File: config.mk
export PLATFORM = sky130hd
export DESIGN_NAME = hdc_core_top
export DESIGN_NICKNAME = d
export VERILOG_FILES = /design/src/hw/hdc_pkg.sv /design/src/hw/im_bus_if.sv /design/src/hw/hdc_core_top.sv /design/src/hw/hv_encoder.sv /design/src/hw/im_fetch_port.sv /design/src/hw/im_arbiter.sv /design/src/hw/item_memory.sv /design/src/hw/hold_fifo.sv
export VERILOG_INCLUDE_DIRS = /design/src /design/src/include
export SDC_FILE = /design/constraint.sdc
export NUM_CORES = 2
export LEC_CHECK = 0
export BUFFER_PORTS_ARGS = -buffer_cell sky130_fd_sc_hd__buf_2
export CORE_ASPECT_RATIO = 0.7
export CORE_MARGIN = 2
export CORE_UTILIZATION = 40
export DETAILED_ROUTE_END_ITERATION = 6
export HOLD_SLACK_MARGIN = 0.03
export PLACE_DENSITY = 0.63
export SLEW_MARGIN = 20
export SYNTH_ARGS = -nofsm -noshare
export SYNTH_HDL_FRONTEND = slang
export SYNTH_SLANG_ARGS = --single-unit
export TNS_END_PERCENT = 20
File: constraint.sdc
create_clock -name clk_i -period 12.7 [get_ports clk_i]
set_clock_uncertainty 0.15 [all_clocks]
set_input_delay 0.635 -clock clk_i [delete_from_list [all_inputs] [get_ports clk_i]]
set_output_delay 0.635 -clock clk_i [all_outputs]
set_load 0.05 [all_outputs]
File: src/include/hdc_defs.svh
//----------------------------------------------------------
// HDC core constants
// Hypervector size, item memory geometry, queue depths and
// the seed rule that fills the item memory
//----------------------------------------------------------
`ifndef HDC_DEFS_SVH
`define HDC_DEFS_SVH

//----------------------------------------------------------
// Dimensions
//----------------------------------------------------------
`define HDC_HV_DIM          64
`define HDC_NUM_ITEMS       16
`define HDC_IM_ADDR_W       4

//----------------------------------------------------------
// Queue depths per fetch port
//----------------------------------------------------------
`define HDC_ADDR_FIFO_DEPTH 4
`define HDC_HOLD_FIFO_DEPTH 2

// Bundling counter and pair count width
`define HDC_BUND_CNT_W      8

//----------------------------------------------------------
// Item memory seed
//----------------------------------------------------------
// Item k is the seed rotated left by k * step bits
`define HDC_IM_SEED         64'h9E37_79B9_7F4A_7C15
`define HDC_IM_ROT_STEP     4

`endif
File: src/hw/hdc_pkg.sv
//----------------------------------------------------------
// HDC core package
// Shared types for hypervectors, item addresses, counters
// and arbiter requester ids
//----------------------------------------------------------
`default_nettype none

`include "hdc_defs.svh"

package hdc_pkg;

  // One full hypervector
  typedef logic [`HDC_HV_DIM-1:0] hv_t;

  // Item memory address
  typedef logic [`HDC_IM_ADDR_W-1:0] im_addr_t;

  // Bundling counter, also used for pair counts
  typedef logic [`HDC_BUND_CNT_W-1:0] bund_cnt_t;

  // Requesters of the shared item memory
  typedef enum logic {
    PORT_A = 1'b0,
    PORT_B = 1'b1
  } port_id_e;

endpackage

`default_nettype wire

File: src/hw/im_bus_if.sv
//----------------------------------------------------------
// Item memory bus
// Request and response path between one fetch port and the
// item memory arbiter
//----------------------------------------------------------
`default_nettype none

interface im_bus_if;

  // Request side
  logic              req;
  hdc_pkg::im_addr_t addr;
  logic              gnt;

  // Response one cycle after the grant
  logic              rsp_valid;
  hdc_pkg::hv_t      rsp_hv;

  modport requester (
    output req, addr,
    input  gnt, rsp_valid, rsp_hv
  );

  modport arbiter (
    input  req, addr,
    output gnt, rsp_valid, rsp_hv
  );

endinterface

`default_nettype wire

File: src/hw/hdc_core_top.sv
//----------------------------------------------------------
// HDC core top
// Two address streams share one item memory, the encoder
// bundles bound pairs into a query hypervector
//----------------------------------------------------------
`default_nettype none

module hdc_core_top (
  // Clock and reset
  input  wire logic               clk_i,
  input  wire logic               arst_n_i,
  // Job control
  input  wire logic               start_i,
  input  wire hdc_pkg::bund_cnt_t num_items_i,
  output logic                    busy_o,
  // Address streams
  input  wire hdc_pkg::im_addr_t  lowdim_a_data_i,
  input  wire logic               lowdim_a_valid_i,
  output logic                    lowdim_a_ready_o,
  input  wire hdc_pkg::im_addr_t  lowdim_b_data_i,
  input  wire logic               lowdim_b_valid_i,
  output logic                    lowdim_b_ready_o,
  // Query output
  output hdc_pkg::hv_t            qhv_o,
  output logic                    qhv_valid_o,
  input  wire logic               qhv_ready_i
);

  //----------------------------------------------------------
  // Internal wiring
  //----------------------------------------------------------
  im_bus_if bus_a ();
  im_bus_if bus_b ();

  logic              rd_en;
  hdc_pkg::im_addr_t rd_addr;
  hdc_pkg::hv_t      rd_data;

  hdc_pkg::hv_t      hv_a;
  hdc_pkg::hv_t      hv_b;
  logic              hv_a_valid;
  logic              hv_b_valid;
  logic              pop_a;
  logic              pop_b;

  //----------------------------------------------------------
  // Fetch ports
  //----------------------------------------------------------
  im_fetch_port u_fetch_a (
    .clk_i        ( clk_i            ),
    .arst_n_i     ( arst_n_i         ),
    .addr_i       ( lowdim_a_data_i  ),
    .addr_valid_i ( lowdim_a_valid_i ),
    .addr_ready_o ( lowdim_a_ready_o ),
    .bus          ( bus_a            ),
    .hv_o         ( hv_a             ),
    .hv_valid_o   ( hv_a_valid       ),
    .pop_i        ( pop_a            )
  );

  im_fetch_port u_fetch_b (
    .clk_i        ( clk_i            ),
    .arst_n_i     ( arst_n_i         ),
    .addr_i       ( lowdim_b_data_i  ),
    .addr_valid_i ( lowdim_b_valid_i ),
    .addr_ready_o ( lowdim_b_ready_o ),
    .bus          ( bus_b            ),
    .hv_o         ( hv_b             ),
    .hv_valid_o   ( hv_b_valid       ),
    .pop_i        ( pop_b            )
  );

  // Shared memory behind the arbiter
  im_arbiter u_arbiter (
    .clk_i     ( clk_i    ),
    .arst_n_i  ( arst_n_i ),
    .bus_a     ( bus_a    ),
    .bus_b     ( bus_b    ),
    .rd_en_o   ( rd_en    ),
    .rd_addr_o ( rd_addr  ),
    .rd_data_i ( rd_data  )
  );

  item_memory u_item_memory (
    .clk_i     ( clk_i    ),
    .arst_n_i  ( arst_n_i ),
    .rd_en_i   ( rd_en    ),
    .rd_addr_i ( rd_addr  ),
    .rd_data_o ( rd_data  )
  );

  //----------------------------------------------------------
  // Encoder
  //----------------------------------------------------------
  hv_encoder u_encoder (
    .clk_i        ( clk_i       ),
    .arst_n_i     ( arst_n_i    ),
    .start_i      ( start_i     ),
    .num_items_i  ( num_items_i ),
    .hv_a_i       ( hv_a        ),
    .hv_b_i       ( hv_b        ),
    .hv_a_valid_i ( hv_a_valid  ),
    .hv_b_valid_i ( hv_b_valid  ),
    .pop_a_o      ( pop_a       ),
    .pop_b_o      ( pop_b       ),
    .qhv_o        ( qhv_o       ),
    .qhv_valid_o  ( qhv_valid_o ),
    .qhv_ready_i  ( qhv_ready_i ),
    .busy_o       ( busy_o      )
  );

endmodule

`default_nettype wire

File: src/hw/hv_encoder.sv
//----------------------------------------------------------
// Hypervector encoder
// Binds A and B by XOR, bundles with one counter per bit and
// thresholds by majority into the query hypervector
//----------------------------------------------------------
`default_nettype none

`include "hdc_defs.svh"

module hv_encoder (
  input  wire logic               clk_i,
  input  wire logic               arst_n_i,
  input  wire logic               start_i,
  input  wire hdc_pkg::bund_cnt_t num_items_i,
  input  wire hdc_pkg::hv_t       hv_a_i,
  input  wire hdc_pkg::hv_t       hv_b_i,
  input  wire logic               hv_a_valid_i,
  input  wire logic               hv_b_valid_i,
  output logic                    pop_a_o,
  output logic                    pop_b_o,
  output hdc_pkg::hv_t            qhv_o,
  output logic                    qhv_valid_o,
  input  wire logic               qhv_ready_i,
  output logic                    busy_o
);

  hdc_pkg::bund_cnt_t cnt_q [`HDC_HV_DIM];
  hdc_pkg::bund_cnt_t cnt_d [`HDC_HV_DIM];
  hdc_pkg::bund_cnt_t target_q;
  hdc_pkg::bund_cnt_t pair_cnt_q;
  hdc_pkg::hv_t       bound;
  hdc_pkg::hv_t       qhv_d;
  hdc_pkg::hv_t       qhv_q;
  logic               busy_q;
  logic               qhv_valid_q;
  logic               consume;
  logic               last_pair;

  // One pair per cycle, nothing while a result waits
  assign consume   = busy_q && !qhv_valid_q && hv_a_valid_i && hv_b_valid_i;
  assign last_pair = consume && (pair_cnt_q == target_q - 1'b1);
  assign pop_a_o   = consume;
  assign pop_b_o   = consume;

  //----------------------------------------------------------
  // Bind, bundle and threshold
  //----------------------------------------------------------
  assign bound = hv_a_i ^ hv_b_i;

  always_comb begin
    for (int i = 0; i < `HDC_HV_DIM; i++) begin
      cnt_d[i] = cnt_q[i] + hdc_pkg::bund_cnt_t'(bound[i]);
      // Strict majority, so a tie gives 0
      qhv_d[i] = {cnt_d[i], 1'b0} > {1'b0, target_q};
    end
  end

  always_ff @(posedge clk_i) begin
    if (start_i) begin
      cnt_q <= '{default: '0};
    end else if (consume) begin
      cnt_q <= cnt_d;
    end
    if (last_pair) begin
      qhv_q <= qhv_d;
    end
  end

  //----------------------------------------------------------
  // Control
  //----------------------------------------------------------
  always_ff @(posedge clk_i or negedge arst_n_i) begin
    if (!arst_n_i) begin
      busy_q      <= 1'b0;
      qhv_valid_q <= 1'b0;
      target_q    <= '0;
      pair_cnt_q  <= '0;
    end else if (start_i) begin
      busy_q      <= 1'b1;
      qhv_valid_q <= 1'b0;
      target_q    <= num_items_i;
      pair_cnt_q  <= '0;
    end else begin
      if (consume) begin
        pair_cnt_q <= pair_cnt_q + 1'b1;
      end
      if (last_pair) begin
        qhv_valid_q <= 1'b1;
      end else if (qhv_valid_q && qhv_ready_i) begin
        // Result taken, job done
        qhv_valid_q <= 1'b0;
        busy_q      <= 1'b0;
      end
    end
  end

  assign qhv_o       = qhv_q;
  assign qhv_valid_o = qhv_valid_q;
  assign busy_o      = busy_q;

endmodule

`default_nettype wire

File: src/hw/im_fetch_port.sv
//----------------------------------------------------------
// Item memory fetch port
// Queues addresses of one stream, requests the shared item
// memory and buffers the returned hypervectors
//----------------------------------------------------------
`default_nettype none

`include "hdc_defs.svh"

module im_fetch_port (
  input  wire logic              clk_i,
  input  wire logic              arst_n_i,
  input  wire hdc_pkg::im_addr_t addr_i,
  input  wire logic              addr_valid_i,
  output logic                   addr_ready_o,
  im_bus_if.requester            bus,
  output hdc_pkg::hv_t           hv_o,
  output logic                   hv_valid_o,
  input  wire logic              pop_i
);

  localparam int unsigned HOLD_CNT_W = $clog2(`HDC_HOLD_FIFO_DEPTH + 1);

  logic                  addr_full;
  logic                  addr_empty;
  logic                  hold_empty;
  logic [HOLD_CNT_W-1:0] hold_free;
  logic [HOLD_CNT_W-1:0] inflight_q;
  logic                  issue;

  assign addr_ready_o = !addr_full;

  hold_fifo #(
    .T     ( hdc_pkg::im_addr_t   ),
    .DEPTH ( `HDC_ADDR_FIFO_DEPTH )
  ) u_addr_fifo (
    .clk_i    ( clk_i                       ),
    .arst_n_i ( arst_n_i                    ),
    .push_i   ( addr_valid_i && !addr_full  ),
    .data_i   ( addr_i                      ),
    .pop_i    ( issue                       ),
    .data_o   ( bus.addr                    ),
    .empty_o  ( addr_empty                  ),
    .full_o   ( addr_full                   ),
    .free_o   (                             )
  );

  // Only ask when a hold slot is left for every read in flight
  assign bus.req = !addr_empty && (inflight_q < hold_free);
  assign issue   = bus.req && bus.gnt;

  always_ff @(posedge clk_i or negedge arst_n_i) begin
    if (!arst_n_i) begin
      inflight_q <= '0;
    end else begin
      case ({issue, bus.rsp_valid})
        2'b10:   inflight_q <= inflight_q + 1'b1;
        2'b01:   inflight_q <= inflight_q - 1'b1;
        default: inflight_q <= inflight_q;
      endcase
    end
  end

  hold_fifo #(
    .T     ( hdc_pkg::hv_t        ),
    .DEPTH ( `HDC_HOLD_FIFO_DEPTH )
  ) u_hold_fifo (
    .clk_i    ( clk_i         ),
    .arst_n_i ( arst_n_i      ),
    .push_i   ( bus.rsp_valid ),
    .data_i   ( bus.rsp_hv    ),
    .pop_i    ( pop_i         ),
    .data_o   ( hv_o          ),
    .empty_o  ( hold_empty    ),
    .full_o   (               ),
    .free_o   ( hold_free     )
  );

  assign hv_valid_o = !hold_empty;

endmodule

`default_nettype wire

File: src/hw/im_arbiter.sv
//----------------------------------------------------------
// Item memory arbiter
// Round-robin grant of the single memory port to one of two
// fetch ports, read data routed back one cycle later
//----------------------------------------------------------
`default_nettype none

module im_arbiter (
  input  wire logic         clk_i,
  input  wire logic         arst_n_i,
  im_bus_if.arbiter         bus_a,
  im_bus_if.arbiter         bus_b,
  output logic              rd_en_o,
  output hdc_pkg::im_addr_t rd_addr_o,
  input  wire hdc_pkg::hv_t rd_data_i
);

  hdc_pkg::port_id_e last_gnt_q;
  logic              rsp_valid_q;
  logic              gnt_a;
  logic              gnt_b;

  //----------------------------------------------------------
  // Grant, same cycle as the request
  //----------------------------------------------------------
  always_comb begin
    gnt_a = 1'b0;
    gnt_b = 1'b0;
    if (bus_a.req && bus_b.req) begin
      // Contention goes to whoever lost last time
      if (last_gnt_q == hdc_pkg::PORT_A) begin
        gnt_b = 1'b1;
      end else begin
        gnt_a = 1'b1;
      end
    end else begin
      gnt_a = bus_a.req;
      gnt_b = bus_b.req;
    end
  end

  assign bus_a.gnt = gnt_a;
  assign bus_b.gnt = gnt_b;

  assign rd_en_o   = gnt_a || gnt_b;
  assign rd_addr_o = gnt_b ? bus_b.addr : bus_a.addr;

  //----------------------------------------------------------
  // Last grant, which is also the owner of the read in flight
  //----------------------------------------------------------
  always_ff @(posedge clk_i or negedge arst_n_i) begin
    if (!arst_n_i) begin
      last_gnt_q  <= hdc_pkg::PORT_B;
      rsp_valid_q <= 1'b0;
    end else begin
      rsp_valid_q <= rd_en_o;
      if (rd_en_o) begin
        last_gnt_q <= gnt_b ? hdc_pkg::PORT_B : hdc_pkg::PORT_A;
      end
    end
  end

  // Data goes to both, only the owner sees valid
  assign bus_a.rsp_valid = rsp_valid_q && (last_gnt_q == hdc_pkg::PORT_A);
  assign bus_b.rsp_valid = rsp_valid_q && (last_gnt_q == hdc_pkg::PORT_B);
  assign bus_a.rsp_hv    = rd_data_i;
  assign bus_b.rsp_hv    = rd_data_i;

endmodule

`default_nettype wire

File: src/hw/item_memory.sv
//----------------------------------------------------------
// Item memory
// Single-ported table of seed-derived hypervectors with a
// registered read port
//----------------------------------------------------------
`default_nettype none

`include "hdc_defs.svh"

module item_memory (
  input  wire logic              clk_i,
  input  wire logic              arst_n_i,
  input  wire logic              rd_en_i,
  input  wire hdc_pkg::im_addr_t rd_addr_i,
  output hdc_pkg::hv_t           rd_data_o
);

  // Rotate left, amount taken modulo the vector width
  function automatic hdc_pkg::hv_t rotl_hv(input hdc_pkg::hv_t v, input int unsigned amt);
    int unsigned s;
    s = amt % `HDC_HV_DIM;
    return (v << s) | (v >> (`HDC_HV_DIM - s));
  endfunction

  hdc_pkg::hv_t im_table [`HDC_NUM_ITEMS];

  // Table is fixed at elaboration
  for (genvar k = 0; k < `HDC_NUM_ITEMS; k++) begin : g_item
    assign im_table[k] = rotl_hv(`HDC_IM_SEED, k * `HDC_IM_ROT_STEP);
  end

  always_ff @(posedge clk_i or negedge arst_n_i) begin
    if (!arst_n_i) begin
      rd_data_o <= '0;
    end else if (rd_en_i) begin
      rd_data_o <= im_table[rd_addr_i];
    end
  end

endmodule

`default_nettype wire

File: src/hw/hold_fifo.sv
//----------------------------------------------------------
// Hold FIFO
// Small synchronous circular buffer for any payload type,
// head visible on data_o with no read latency
//----------------------------------------------------------
`default_nettype none

module hold_fifo #(
  parameter type         T     = logic,
  parameter int unsigned DEPTH = 2,
  localparam int unsigned PTR_W = (DEPTH > 1) ? $clog2(DEPTH) : 1,
  localparam int unsigned CNT_W = $clog2(DEPTH + 1)
) (
  input  wire logic             clk_i,
  input  wire logic             arst_n_i,
  input  wire logic             push_i,
  input  wire T                 data_i,
  input  wire logic             pop_i,
  output T                      data_o,
  output logic                  empty_o,
  output logic                  full_o,
  output logic [CNT_W-1:0]      free_o
);

  T                 mem_q [DEPTH];
  logic [PTR_W-1:0] wr_ptr_q;
  logic [PTR_W-1:0] rd_ptr_q;
  logic [CNT_W-1:0] count_q;
  logic             do_push;
  logic             do_pop;

  assign do_push = push_i && !full_o;
  assign do_pop  = pop_i && !empty_o;

  assign empty_o = (count_q == '0);
  assign full_o  = (count_q == CNT_W'(DEPTH));
  assign free_o  = CNT_W'(DEPTH) - count_q;
  assign data_o  = mem_q[rd_ptr_q];

  // Pointers wrap at DEPTH, which need not be a power of two
  always_ff @(posedge clk_i or negedge arst_n_i) begin
    if (!arst_n_i) begin
      wr_ptr_q <= '0;
      rd_ptr_q <= '0;
      count_q  <= '0;
    end else begin
      if (do_push) begin
        wr_ptr_q <= (wr_ptr_q == PTR_W'(DEPTH - 1)) ? '0 : wr_ptr_q + 1'b1;
      end
      if (do_pop) begin
        rd_ptr_q <= (rd_ptr_q == PTR_W'(DEPTH - 1)) ? '0 : rd_ptr_q + 1'b1;
      end
      if (do_push && !do_pop) begin
        count_q <= count_q + 1'b1;
      end else if (!do_push && do_pop) begin
        count_q <= count_q - 1'b1;
      end
    end
  end

  // Storage
  always_ff @(posedge clk_i) begin
    if (do_push) begin
      mem_q[wr_ptr_q] <= data_i;
    end
  end

endmodule

`default_nettype wire

Yosys cells after proc, flatten, opt, wreduce, memory -nomap -nowiden
Memory sizes are Yosys's and may differ from the RTL's. A register that Yosys moved wholly into a read port is not among the register bits.
Cells that the tools add are included.
{"block": "totals", "ff_bits": 622, "ram_bits": 288, "rom_bits": 1024, "in_bits": 22, "output_inout_bits": 68, "wordCells": 363, "mem_count": 5}
{"memory": "(no name shown)", "words": 16, "width": 64, "read_ports": 1, "rd_clocked_by_memory_dff": 1, "wr": 0, "line": "item_memory.sv:36", "text": "rd_data_o <= im_table[rd_addr_i];"}
{"memory": "u_fetch_a.u_hold_fifo.mem_q", "words": 2, "width": 64, "read_ports": 1, "rd_clocked_by_memory_dff": 0, "wr": 1, "line": "hold_fifo.sv:25", "text": "T mem_q [DEPTH];"}
{"memory": "u_fetch_b.u_hold_fifo.mem_q", "words": 2, "width": 64, "read_ports": 1, "rd_clocked_by_memory_dff": 0, "wr": 1, "line": "hold_fifo.sv:25"}
{"memory": "u_fetch_a.u_addr_fifo.mem_q", "words": 4, "width": 4, "read_ports": 1, "rd_clocked_by_memory_dff": 0, "wr": 1, "line": "hold_fifo.sv:25"}
{"memory": "u_fetch_b.u_addr_fifo.mem_q", "words": 4, "width": 4, "read_ports": 1, "rd_clocked_by_memory_dff": 0, "wr": 1, "line": "hold_fifo.sv:25"}
{"block": "op_classes", "add_sub_neg": 88, "n_lt_le_gt_ge": 66, "n_eq_ne": 14, "muxes": 39, "bitwise_logic": 3, "n_reduce_logical": 63}
{"operator": "> comparator 9 x 8 -> 1 bit", "n": 64}
{"operator": "adder 8 x 1 -> 8 bit", "n": 64}
{"operator": "XOR 64 bit", "n": 1}
{"operator": "logical AND 1 bit", "n": 30}
{"operator": "two-way mux 1 bit", "n": 22}
{"operator": "logical NOT 1 bit", "n": 18}
{"operator": "adder 2 x 1 -> 2 bit (second input constant)", "n": 8}
{"operator": "== test 2 bit (second input constant)", "n": 8}
{"operator": "two-way mux 2 bit", "n": 8}
{"operator": "two-way mux 8 bit", "n": 2}
{"operator": "nonzero test 2 bit", "n": 8}
{"operator": "two-way mux 3 bit", "n": 4}
{"operator": "adder 8 x 1 -> 8 bit (second input constant)", "n": 1}
{"operator": "== test 8 bit", "n": 1}
{"operator": "case mux 2 bit (2 select lines)", "n": 2}
{"operator": "subtractor 2 x 1 -> 2 bit (second input constant)", "n": 4}
{"operator": "subtractor 8 x 1 -> 8 bit (second input constant)", "n": 1}
{"operator": "adder 3 x 1 -> 3 bit (second input constant)", "n": 2}
{"operator": "== test 3 bit (second input constant)", "n": 2}
{"operator": "logical NOT 3 bit", "n": 2}
{"operator": "subtractor 3 x 1 -> 3 bit (second input constant)", "n": 2}
{"operator": "NOT 4 -> 5 bit", "n": 1}
{"operator": "adder 1 bit (second input constant)", "n": 4}
{"operator": "== test 2 x 1 -> 1 bit (second input constant)", "n": 2}
{"operator": "other kinds (9)", "n": 12}

Depth between registers and ports, before layout
{"block": "depth", "word_depth": 10, "mapped_depth": 14, "depth_no_buf": 12}

Cells and area by module
From an unflattened synthesis, not the netlist that was laid out.
{"block": "hier_totals", "hier_cells": 5666, "area_unflattened_um2": 56506.7}
{"mod": "hv_encoder", "instances": 1, "cells_each": 4573, "area_per_inst_um2": 39516.6, "seq_area_each_um2": 12622.1}
{"mod": "hold_fifo (u_fetch_a.u_hold_fifo ...)", "instances": 2, "cells_each": 221, "area_per_inst_um2": 5054.8, "seq_area_each_um2": 3943.8}
{"mod": "item_memory", "instances": 1, "cells_each": 343, "area_per_inst_um2": 3342.0, "seq_area_each_um2": 1601.5}
{"mod": "hold_fifo (u_fetch_a.u_addr_fifo ...)", "instances": 2, "cells_each": 67, "area_per_inst_um2": 1058.5, "seq_area_each_um2": 655.6}
{"mod": "im_arbiter", "instances": 1, "cells_each": 142, "area_per_inst_um2": 1118.6, "seq_area_each_um2": 51.3}
{"mod": "im_fetch_port", "instances": 2, "cells_each": 16, "area_per_inst_um2": 151.4, "seq_area_each_um2": 50.0}

Worst setup path before layout
No wires, ideal clock.
{"block": "synth_path", "path_kind": "flip-flop to flip-flop", "start": "register u_fetch_b.u_hold_fifo.count_q[0]", "end": "memory u_fetch_b.u_hold_fifo.mem_q[0][0] (netlist bit) (enable)", "setup_time_ns": 0.565, "arrival_ns": 5.027, "required_time_ns": 11.985, "slack_ns": 6.958, "path_stages_with_launch": 4, "n_path_buf": 0, "period_less_slack_ns": 5.742, "path_cell_list": "dfrtp_1 inv_1 ha_1 nor3_1"}
{"block": "synth_via", "elab_chain_len": 5}
{"element": "from (decl)", "line": "hold_fifo.sv:28", "text": "logic [CNT_W-1:0] count_q;"}
{"element": "from (signal assigned)", "line": "hold_fifo.sv:54", "text": "count_q <= count_q + 1'b1;"}
{"element": "from (signal assigned)", "line": "hold_fifo.sv:56", "text": "count_q <= count_q - 1'b1;"}
{"element": "== test 2 bit", "line": "hold_fifo.sv:36", "text": "assign full_o = (count_q == CNT_W'(DEPTH));"}
{"element": "logical NOT 1 bit", "line": "hold_fifo.sv:32", "text": "assign do_push = push_i && !full_o;"}
{"element": "logical AND 1 bit", "line": "hold_fifo.sv:32"}
{"element": "two-way mux 1 bit", "line": "hold_fifo.sv:63", "text": "if (do_push) begin"}
{"element": "two-way mux 1 bit (implied by the code)", "line": "hold_fifo.sv:64", "text": "mem_q[wr_ptr_q] <= data_i;"}
{"element": "to (decl)", "line": "hold_fifo.sv:25"}
No other way between the ends.

Worst setup path in the final report
{"block": "layout_path", "start": "register u_fetch_a.u_hold_fifo.count_q[0]", "end": "register u_item_memory.rd_data_o[22]"}
{"block": "layout_via", "elab_chain_len": 7, "elab_cells_between_ends": 9, "classes_between": "add/sub (1); order compare (1); mux (3); bitwise (1); reduce/logical (3)"}
{"element": "from (decl)", "line": "hold_fifo.sv:28"}
{"element": "from (signal assigned)", "line": "hold_fifo.sv:54"}
{"element": "from (signal assigned)", "line": "hold_fifo.sv:56"}
{"element": "subtractor 2 bit (*)", "line": "hold_fifo.sv:37", "text": "assign free_o = CNT_W'(DEPTH) - count_q;"}
{"element": "less-than comparator 2 bit (*)", "line": "im_fetch_port.sv:49", "text": "assign bus.req = !addr_empty && (inflight_q < hold_free);"}
{"element": "logical AND 1 bit (*)", "line": "im_fetch_port.sv:49"}
{"element": "logical AND 1 bit", "line": "im_arbiter.sv:29", "text": "if (bus_a.req && bus_b.req) begin"}
{"element": "two-way mux 1 bit", "line": "im_arbiter.sv:29"}
{"element": "two-way mux 4 bit", "line": "im_arbiter.sv:46", "text": "assign rd_addr_o = gnt_b ? bus_b.addr : bus_a.addr;"}
{"element": "NOT 4 -> 5 bit (implied by the code)", "line": "item_memory.sv:36"}
{"element": "to (decl)", "line": "item_memory.sv:15", "text": "output hdc_pkg::hv_t rd_data_o"}
Every way passes the cells marked *; elsewhere a longest branch is shown, timed or not.
A chain may end at the register's enable or synchronous reset.

==> out/metrics.yaml <==
die_x_um: 447
cts_resized: 0
met1_usage_pct: 26.4
insertedDiodeCount: 0
clk_path_buf_depth: 3
finalSetupViolations: 0
combPwrFrac_pct: 46.4
clkPwrFrac_pct: 22.0
period_share_pct: 37.5
start_kind: "flip-flop"
numPortBuffers: 89
start_util_pct: 40.4
hold_viol: 0
vias: 40000
fin_ws_ns: 7.94
tightest_slew_ns: 1.21
postSynthAreaPerCell_um2: 9.93
grt_start_max_net_pins: 209
row_count: 113
hold_buffers: 16
nFillCells: 12700
seqPwrFrac_pct: 31.6
cts.sinks: 974
vdd_ir_drop_max_mv: 0.321
seq_area_frac_synth_pct: 43.0
power_switching_mw: 6.00
yosys_register_bits: 974
fmax_mhz: 210
avgRoutedWirePerCell_um: 17.0
switching_share_pct: 42.4
rsz0062_at_grt: "no"
leakage_nw: 25.0
dp_hpwl_um: 82200
clockRootBuffer: "clkbuf_16"
cp_max_fo: 16
antenna_found_initial: 2
detail_route.iter0.violations: 2955
fin_crit_ns: 4.76
vias_per_cell: 5.32
die-area_mm2: 0.140
synth_area_mm2: 0.0549
dp_slack_ns: 8.12
crit_type: "reg -> reg"
drt-total-wl_um: 128000
status: "finished clean"
synth_cells: 5525
final_common_cell: "ha_1"
grtUsageMet3_pct: 2.87
clkTransAtPathRegs_ns: 0.06
layout_common_cells: "ha_1 (622), nand2_1 (602), dfxtp_1 (512)"
fin_hold_ws_ns: 0.0955
grt_pass1_wl_um: 206000
synth_edf_count: 352
drcViolationCount: 0
drive_gt1_share_pct: 8.47
async_reset_ff_share_pct: 11.3
gp_congestion: 0.940
synthDistinctLibCells: 83
io_pins: 90
final_cell_count_no_fill: 7504
p_per_area_mw_per_mm2: 233
fp.dieH_um: 314
cts_htree_levels: 3
drv_slew: 0
cts_tree: "yes"
grt_pass1_vias: 38000
whs_path_depth: 3
reg2reg_from: "u_fetch_a.u_hold_fifo.count_q[0]"
synth_flop_cell: "dfxtp_1"
maxCapViolations: 0
p_int_mw: 8.16
r2r_end: "u_item_memory.rd_data_o[22]"
fin_nets: 6220
grt-busiest-layer: "met2"
hold_class: "in -> reg"
ff2ff_setup_slack_ns: 7.94
end_kind: "flip-flop"
rr_worst_depth: 11
numCtsBuffers: 102
min_from: "num_items_i[6]"
cp.arrival_ns: 5.15
slew_headroom_pct: 19.4
drtPass1Iterations: 6
syn_nets: 6171
grt_overflow: 0
track_usage_pct: 18.0
grtUsageMet2_pct: 27.9
crit_required_ns: 13.09
design.core.area_mm2: 0.136
placed_cells: 7294
synthToLayoutAreaGrowth_pct: 10.9
min_to: "u_encoder.target_q[6]"
clkLatencyLatePin_ns: 0.72
tns_ns: 0
post-cts-setup-buffer-count: 0
ys_warn_count: 0
ant_nets: 0
synthesized netlist by cell type, types with 19 or more instances:
master    count  share of area, %
a211oi_1     72              0.99
a21o_1      261               3.6
o22ai_1      44              0.50
nand3_1     228               2.1
inv_1        34              0.23
dfxtp_1     512                19
o21ai_0     320               2.9
nor2_1      384               2.6
mux2i_1     129               2.4
edfxtp_1    352                19
o211ai_1     20              0.27
nor3_1       19              0.17
a21oi_1     363               3.3
dfrtp_1     109               5.0
nand2_1     602               4.1
xnor2_1     399               6.4
nand4_1     111               1.3
ha_1        622                14
xor2_1      279               4.5
or3_1       196               2.2
or2_2       128               1.5
clkbuf_1    176               1.2
flip-flops by register name, summed over array words and instances (netlist names), 2 cells and up:
signal and flops:
u_encoder.cnt_q 512, u_fetch_a.u_hold_fifo.mem_q 128, u_fetch_b.u_hold_fifo.mem_q 128, u_encoder.qhv_o 64, u_item_memory.rd_data_o 64, u_fetch_a.u_addr_fifo.mem_q 16, u_fetch_b.u_addr_fifo.mem_q 16, u_encoder.pair_cnt_q 8
u_encoder.target_q 8, u_fetch_a.u_addr_fifo.count_q 3, u_fetch_b.u_addr_fifo.count_q 3, u_fetch_a.inflight_q 2, u_fetch_a.u_addr_fifo.rd_ptr_q 2, u_fetch_a.u_addr_fifo.wr_ptr_q 2, u_fetch_a.u_hold_fifo.count_q 2, u_fetch_b.inflight_q 2
u_fetch_b.u_addr_fifo.rd_ptr_q 2, u_fetch_b.u_addr_fifo.wr_ptr_q 2, u_fetch_b.u_hold_fifo.count_q 2
stage by stage:
step	power [mW]	utilization, %	cell area [um^2]
detailed placement	11.0	42.1	57200
floorplan	9.13	-	54900
CTS	14.2	44.8	60800
global placement	10.8	42.1	57200
finish	14.2	44.8	60800
global route	15.1	44.8	60800
metal layers:
layer  up-vias  wire (um)
li1      19900          -
met5         -         13
met2       733      55500
met4         2       2080
met1     19100      64400
met3       160       5710
power groups by stage:
stage                     clock network (mW)  registers [mW]  logic (mW)
after floorplan                            0            4.39        4.74
after global placement                     0            4.52        6.30
after detailed placement                   0            4.55        6.44
after CTS                               3.20            4.48        6.48
after global routing                    3.32            4.55        7.24
final                                   3.12            4.48        6.57
worst max-delay path: stages (launching register included):
cell       delay, ns
dfrtp_1         0.44
inv_1           0.09
ha_1            0.28
ha_1            0.34
a2111oi_4       0.80
o21ai_0         0.31
and2_1          0.45
ha_1            0.65
inv_1           0.30
nor3_1          0.47
or3_1           0.20
o221ai_1        0.11
logic make-up (layout without fill, tap and decap cells):
| logic type | after synthesis | in the layout | share of synthesized area [%] |
|---|---|---|---|
| simple gates | 1724 | 1724 | 14.8 |
| flops | 974 | 974 | 43.0 |
| compound gates | 1144 | 1144 | 12.6 |
| buf+inv | 235 | 374 | 1.68 |
| mux | 146 | 146 | 2.89 |
| xor+xnor | 678 | 678 | 10.8 |
| fa+ha+maj | 624 | 624 | 14.3 |
layout make-up:
type | instances | area [um^2] | share of cell area (%)
clock buffer | 136 | 2780 | 4.57
multi-input combinational | 4316 | 30400 | 50.0
clock inverter | 58 | 698 | 1.15
tap | 1840 | 2300 | 3.78
inverter | 39 | 163 | 0.267
sequential | 974 | 23600 | 38.8
timing repair buffer | 141 | 913 | 1.50
how the worst max path moves through the flow:
stage | depth (start not counted) | from | slack (ns) | endpoint
floorplan | 3 | u_fetch_b.u_hold_fifo.count_q[0] | 6.96 | u_fetch_b.u_hold_fifo.mem_q[0][0]
global placement | 12 | u_fetch_b.u_hold_fifo.rd_ptr_q | 8.15 | u_encoder.qhv_o[31]
detailed placement | 11 | u_fetch_a.u_hold_fifo.count_q[0] | 8.12 | u_item_memory.rd_data_o[54]
CTS | 11 | u_fetch_a.u_hold_fifo.count_q[0] | 8.10 | u_item_memory.rd_data_o[22]
global route | 11 | u_fetch_a.u_hold_fifo.count_q[0] | 7.72 | u_item_memory.rd_data_o[54]
finish | 11 | u_fetch_a.u_hold_fifo.count_q[0] | 7.94 | u_item_memory.rd_data_o[22]
Note: power is estimated with default switching activity, not from simulation.
